`config.mk`:
```
export PLATFORM = sky130hd
export DESIGN_NAME = complexRegisterWriteStage
export DESIGN_NICKNAME = d
export VERILOG_FILES = /design/src/design/recoveryTypes.sv /design/src/design/complexOpTypes.sv /design/src/design/complexRegisterWriteStage.sv
export SDC_FILE = /design/constraint.sdc
export NUM_CORES = 1
export LEC_CHECK = 0
export BUFFER_PORTS_ARGS = -buffer_cell sky130_fd_sc_hd__buf_2
export CORE_MARGIN = 2
export CORE_UTILIZATION = 40
export CTS_CLUSTER_DIAMETER = 40
export CTS_CLUSTER_SIZE = 28
export DETAILED_ROUTE_END_ITERATION = 10
export GPL_ROUTABILITY_DRIVEN = 0
export PLACE_DENSITY = 0.73
export SYNTH_ARGS = -nofsm -noshare
export SYNTH_HDL_FRONTEND = slang
export SYNTH_SLANG_ARGS = --single-unit
```
`constraint.sdc`:
```
create_clock -name ctrl -period 4.1 [get_ports ctrl]
set_input_delay 0.205 -clock ctrl [delete_from_list [all_inputs] [get_ports ctrl]]
set_output_delay 0.205 -clock ctrl [all_outputs]
set_load 0.01 [all_outputs]
```
`src/design/recoveryTypes.sv`:
```
/*
 * Retirement and recovery types for the complex-integer back end.
 * Active-list pointer, execution state, active-list write record and the
 * recovery request with its selective-flush range test.
 */
package recoveryTypes;

    localparam int ACTIVE_LIST_PTR_WIDTH = 5;

    typedef logic [ACTIVE_LIST_PTR_WIDTH-1:0] ActiveListPtr;

    typedef enum logic {
        EXEC_STATE_NOT_FINISHED,
        EXEC_STATE_SUCCESS
    } ExecState;

    // Flush range runs from head up to but not including tail
    typedef struct packed {
        logic toRecoveryPhase;
        ActiveListPtr flushHeadPtr;
        ActiveListPtr flushTailPtr;
    } RecoveryRequest;

    typedef struct packed {
        logic write;
        ActiveListPtr ptr;
        ExecState state;
    } ActiveListWrite;

    // True when ptr lies in the circular range [head, tail) during recovery
    function automatic logic selectiveFlush(
        input RecoveryRequest recovery,
        input ActiveListPtr ptr
    );
        logic inRange;

        if (recovery.flushHeadPtr <= recovery.flushTailPtr) begin
            // Plain range, empty when head equals tail
            inRange = (ptr >= recovery.flushHeadPtr) && (ptr < recovery.flushTailPtr);
        end else begin
            // Range wraps past the end of the list
            inRange = (ptr >= recovery.flushHeadPtr) || (ptr < recovery.flushTailPtr);
        end
        return recovery.toRecoveryPhase && inRange;
    endfunction

endpackage

```
`src/design/complexOpTypes.sv`:
```
/*
 * Operation types for the complex-integer back end.
 * Holds datapath widths, the raw and decoded opcodes, the op records that
 * travel from issue to the lanes and on to the write stage, and the
 * register-file write record. Compile after the retirement types.
 */
package complexOpTypes;

    localparam int DATA_WIDTH = 32;
    localparam int COMPLEX_ISSUE_WIDTH = 2;
    localparam int PHY_REG_NUM_WIDTH = 6;

    typedef logic [DATA_WIDTH-1:0] DataPath;
    typedef logic [PHY_REG_NUM_WIDTH-1:0] PhyRegNum;

    // Opcode as delivered by the scheduler
    typedef logic [3:0] RawComplexOp;

    localparam RawComplexOp RAW_MUL = 4'd0;
    localparam RawComplexOp RAW_MULH = 4'd1;
    localparam RawComplexOp RAW_MULHSU = 4'd2;
    localparam RawComplexOp RAW_MULHU = 4'd3;
    localparam RawComplexOp RAW_DIV = 4'd4;
    localparam RawComplexOp RAW_DIVU = 4'd5;
    localparam RawComplexOp RAW_REM = 4'd6;
    localparam RawComplexOp RAW_REMU = 4'd7;

    // Multiplier reading of the control word
    typedef struct packed {
        logic isDiv;
        logic highHalf;
        logic srcASigned;
        logic srcBSigned;
    } MulCode;

    // Divider reading of the same word, isDiv shares the top bit
    typedef struct packed {
        logic isDiv;
        logic isRem;
        logic isSigned;
        logic spare;
    } DivCode;

    typedef union packed {
        MulCode mulCode;
        DivCode divCode;
    } ComplexOpCode;

    typedef struct packed {
        logic valid;
        RawComplexOp rawOp;
        DataPath srcA;
        DataPath srcB;
        logic operandsReady;
        logic writeReg;
        PhyRegNum phyDstRegNum;
        logic [recoveryTypes::ACTIVE_LIST_PTR_WIDTH-1:0] activeListPtr;
    } IssuedOp;

    // Same op after decode, as seen by a lane
    typedef struct packed {
        logic valid;
        ComplexOpCode opCode;
        DataPath srcA;
        DataPath srcB;
        logic operandsReady;
        logic writeReg;
        PhyRegNum phyDstRegNum;
        logic [recoveryTypes::ACTIVE_LIST_PTR_WIDTH-1:0] activeListPtr;
    } LaneOp;

    typedef struct packed {
        logic valid;
        logic dataValid;
        DataPath data;
        logic writeReg;
        PhyRegNum phyDstRegNum;
        logic [recoveryTypes::ACTIVE_LIST_PTR_WIDTH-1:0] activeListPtr;
    } LaneResult;

    // Physical register file write port
    typedef struct packed {
        logic we;
        PhyRegNum regNum;
        DataPath data;
    } RegWrite;

endpackage

```
`src/design/complexRegisterWriteStage.sv`:
```
/*
 * Register-write stage of the complex-integer lanes.
 * Latches each lane result, drops ops caught by a selective flush and
 * drives the physical register file and active-list write ports.
 */
`timescale 1ns/1ps

module complexRegisterWriteStage (
    input logic ctrl,
    input logic rstN,
    input logic stall,
    input logic clear,
    input recoveryTypes::RecoveryRequest recovery,
    input complexOpTypes::LaneResult laneResult [complexOpTypes::COMPLEX_ISSUE_WIDTH],
    output complexOpTypes::RegWrite regWrite [complexOpTypes::COMPLEX_ISSUE_WIDTH],
    output recoveryTypes::ActiveListWrite activeListWrite [complexOpTypes::COMPLEX_ISSUE_WIDTH]
);
    import complexOpTypes::*;
    import recoveryTypes::*;

    LaneResult pipeReg [COMPLEX_ISSUE_WIDTH];
    logic flush [COMPLEX_ISSUE_WIDTH];
    logic update [COMPLEX_ISSUE_WIDTH];

    always_ff @(posedge ctrl) begin
        if (!rstN) begin
            for (int i = 0; i < COMPLEX_ISSUE_WIDTH; i++) begin
                pipeReg[i].valid <= 1'b0;
            end
        end else if (!stall) begin
            for (int i = 0; i < COMPLEX_ISSUE_WIDTH; i++) begin
                pipeReg[i] <= laneResult[i];
                pipeReg[i].valid <= laneResult[i].valid && !clear;
            end
        end
    end

    always_comb begin
        for (int i = 0; i < COMPLEX_ISSUE_WIDTH; i++) begin
            // Flush is checked against the live recovery request
            flush[i] = selectiveFlush(recovery, pipeReg[i].activeListPtr);
            update[i] = !stall && !clear && pipeReg[i].valid && !flush[i];

            regWrite[i].we = update[i] && pipeReg[i].writeReg;
            regWrite[i].regNum = pipeReg[i].phyDstRegNum;
            regWrite[i].data = pipeReg[i].data;

            // Active list is told even when no register is written
            activeListWrite[i].write = update[i];
            activeListWrite[i].ptr = pipeReg[i].activeListPtr;
            if (update[i] && pipeReg[i].dataValid) begin
                activeListWrite[i].state = EXEC_STATE_SUCCESS;
            end else begin
                activeListWrite[i].state = EXEC_STATE_NOT_FINISHED;
            end
        end
    end

endmodule

```
After elaboration in Yosys (flattened, before gate mapping) --
Memories as Yosys holds them, arrays and structs flattened. Index checks and enable logic that the tools add are counted.
Cells by class: reductions and logical operators 21, bitwise operators 4, magnitude comparators 5, mux-type cells 12
Operators with widths (number):
- $logic_and 1x1->1 | 15
- $mux 1 | 12
- $ge 5x5->1 | 2
- $lt 5x5->1 | 2
- $le 5x5->1 | 1
- $logic_not 1->1 | 4
- $or 1x1->1 | 4
- $logic_or 1x1->1 | 2
Storage, ports and cells: bits of input ports 107, memories 1, word-level logic and storage cells 43, output and inout port bits 92, memory bits (writable) 92, bits in registers 0
Memories:
- pipeReg | depth 2, bits a word 46, rd ports 2, clocked after Yosys merged registers in 0, write ports 2, line complexRegisterWriteStage.sv:21 | LaneResult pipeReg [COMPLEX_ISSUE_WIDTH];

Depth between registers and ports, before layout --
An unclocked memory read counts as a cell.
word-level depth 9, depth in mapped cells 7, depth with buffers taken out 7

Least setup slack after synthesis --
Ideal clock, no wire load.
path type input to register, start point in rstN, end point mem pipeReg[0][0] (netlist bit) (enable), buffers on the path 1, slack 0.646 ns, cell stages on the path 2, arrival 2.968 ns, library setup time 0.486 ns, required time 3.614 ns, path through nor2b_1 -> clkbuf_1
RTL lines:
- start, declared | line complexRegisterWriteStage.sv:10 | input logic rstN,
- end, declared | line complexRegisterWriteStage.sv:21

==> results.txt <==
Status -> completed
Initial DRT Pass Iterations -> 4
H-tree Lvls -> 3
Initial Util -> 0.4072
First-pass GRT wire length -> 13530 um
Routed via count divided by cell count -> 4.453
Total Power -> 2.154 mW
Netlist cell types -> 21
Min-delay worst type -> in -> reg
Most flop-heavy register -> pipeReg
DP Wirelength -> 6597 um
Area Growth Syn to Fin -> 17.11%
Hold_buf cts -> 0
Final Hold Fails -> 0
Congestion Overflow GR -> 0
CTS root buf -> clkbuf_16
Die Span Y -> 111.6 um
Final ANT Viol Nets -> 0
Post-Layout Cell Count -> 625
GRT Util Overall -> 0.1374
CTS resizes -> 0
Wire per inst -> 13.57 um
CTS sink count -> 92
Initial drt markers -> 156
Post-CTS Setup Bufs -> 0
Max-slew headroom -> 0.5889
Final WS setup -> 1662 ps
Initial antenna violation count -> 0
CTS tree -> yes
Share of layout cells above drive strength 1 -> 0.4481
Num CTS Buffers -> 9
IO buf count -> 198
CP arrival -> 2230 ps
Minimum clock period -> 2438 ps
Worst vdd ir -> 0.2472 mV
# rows -> 39
Vias in the first global route -> 2861
Max reg flops -> 92
Placed insts -> 610
Slew Limit Fails -> 0
Setup tns final -> 0 ps
CP required -> 3890 ps
Die width -> 111.6 um
Top achievable clock speed -> 0.4102 GHz
Placeable core region -> 11370 sq um
Crit path launch -> pipeReg[0][2]
Sequential share of the synthesized area -> 0.5968
Largest regs -> pipeReg x92
Ports -> 199
CP endpoint kind -> output port
# nets final -> 608
Pin count of the biggest net entering global routing -> 69
Post-Route WL -> 8484 um
Synthesized flop and latch total -> 92
Syn nets -> 492
Die Area -> 12450 sq um
Slew @ Worst Pin -> 616.6 ps
Syn. warnings -> 0
Post-Synthesis Cell Area -> 4629 sq um
Setup violators final -> 0
Max cap viols -> 0
Pwr per Cell Area -> 397.4 nW/um^2
RSZ-0062 raised after global routing -> false
Fin crit share -> 0.5946
Syn avg cell area -> 12.79 sq um
Crit start category -> flip-flop
Crit Path Class -> reg -> out
Inserted Diodes -> 0
Crit Path Max Fanout -> 3
Clock-pin slew of the registers on the worst-case setup and hold paths -> 60 ps
Worst Setup EP -> regWrite[77]
Leakage -> 2.281 nW
CTS max path bufs -> 2
Syn Inst Count -> 362
Setup Slack @ Placement -> 1970 ps
DRC Markers -> 0
Via count -> 2783
[power breakdown]
part / total [mW] / switching, mW / internal (mW)
Clock: 0.784 / 0.317 / 0.467
Combinational: 0.252 / 0.133 / 0.120
Sequential: 1.12 / 0.0184 / 1.10
Total: 2.15 / 0.468 / 1.69
[through the flow]
step / cell area [sq um] / utilization / hold WS [ps]
after detailed placement: 5146 / 0.4526 / 483.1
after global routing: 5421 / 0.4768 / 137.1
final: 5421 / 0.4768 / 149.9
after floorplan: 4629 / - / 398.6
after CTS: 5421 / 0.4768 / 133.3
after global placement: 5146 / 0.4526 / 481.5
[kinds of logic after synthesis]
logic type	share of synthesized area
buffers and inverters	0.1573
AOI/OAI and AO/OA	0.03270
adders and majority gates	0.06703
and+or+nand+nor	0.1462
DFF	0.5968
[layer usage]
metal / global-route usage / part of all wire / vias to the layer above
met5: 0 / 0 / -
met1: 0.1684 / 0.41 / 1260
met3: 0.05226 / 0.10 / 17
met2: 0.2179 / 0.47 / 131
li1: - / - / 1375
met4: 0.06008 / 0.021 / 0
[cell usage in the layout, fill, tap and decap left out, types with 3 or more instances in the layout]
cell type / count
clkbuf_1: 3
inv_1: 12
nand3_1: 5
ha_1: 23
a21o_1: 4
buf_4: 3
nand2_1: 7
a21oi_1: 10
edfxtp_1: 92
buf_2: 198
a31oi_1: 4
and2_1: 90
o21ai_0: 4
clkbuf_16: 9
[area by class of cell]
class,count,area (sq um)
Timing Repair Buffer,201,1013
Clock buffer,12,236.5
Inverter,12,45.04
Fill cell,1050,5948
Tap cell,143,178.9
Sequential cell,92,2763
Clock inverter,3,38.79
Multi-Input combinational cell,162,1146
[cell usage after synthesis, drive strengths merged]
master,instances,area [sq um]
edfxtp,92,2763
and2,90,563.0
buf,86,645.6
ha,23,287.8
inv,12,45.04
a21oi,11,58.81
clkbuf,10,37.54
nand2,7,26.28
nand3,5,25.02
a21o,4,30.03
a31oi,4,25.02
o21ai,4,20.02
nor2b,3,18.77
and3b,2,17.52
maj3,2,22.52
nand2b,2,12.51
nor2,2,7.510
a21boi,1,7.510
nand4,1,6.260
o32a,1,10.01
[worst max-delay path, cell delays in order (launching register included)]
cell      delay [ps]
edfxtp_1         420
ha_1             310
a21o_1           160
a31oi_1          230
o21ai_0          150
maj3_2           340
a21oi_1          150
buf_2            140
[worst min path at each step]
| stage | start | endpoint | cells after the start | slack, ps |
|---|---|---|---|---|
| floorplan | rstN | pipeReg[0][45] | 1 | 400 |
| CTS | laneResult[53] | pipeReg[0][7] | 2 | 130 |
| global placement | laneResult[19] | pipeReg[1][19] | 2 | 480 |
| finish | laneResult[53] | pipeReg[0][7] | 2 | 150 |
| global route | laneResult[53] | pipeReg[0][7] | 2 | 140 |
| detailed placement | laneResult[23] | pipeReg[1][23] | 2 | 480 |
No activity file was read; power rests on OpenSTA's default activity.
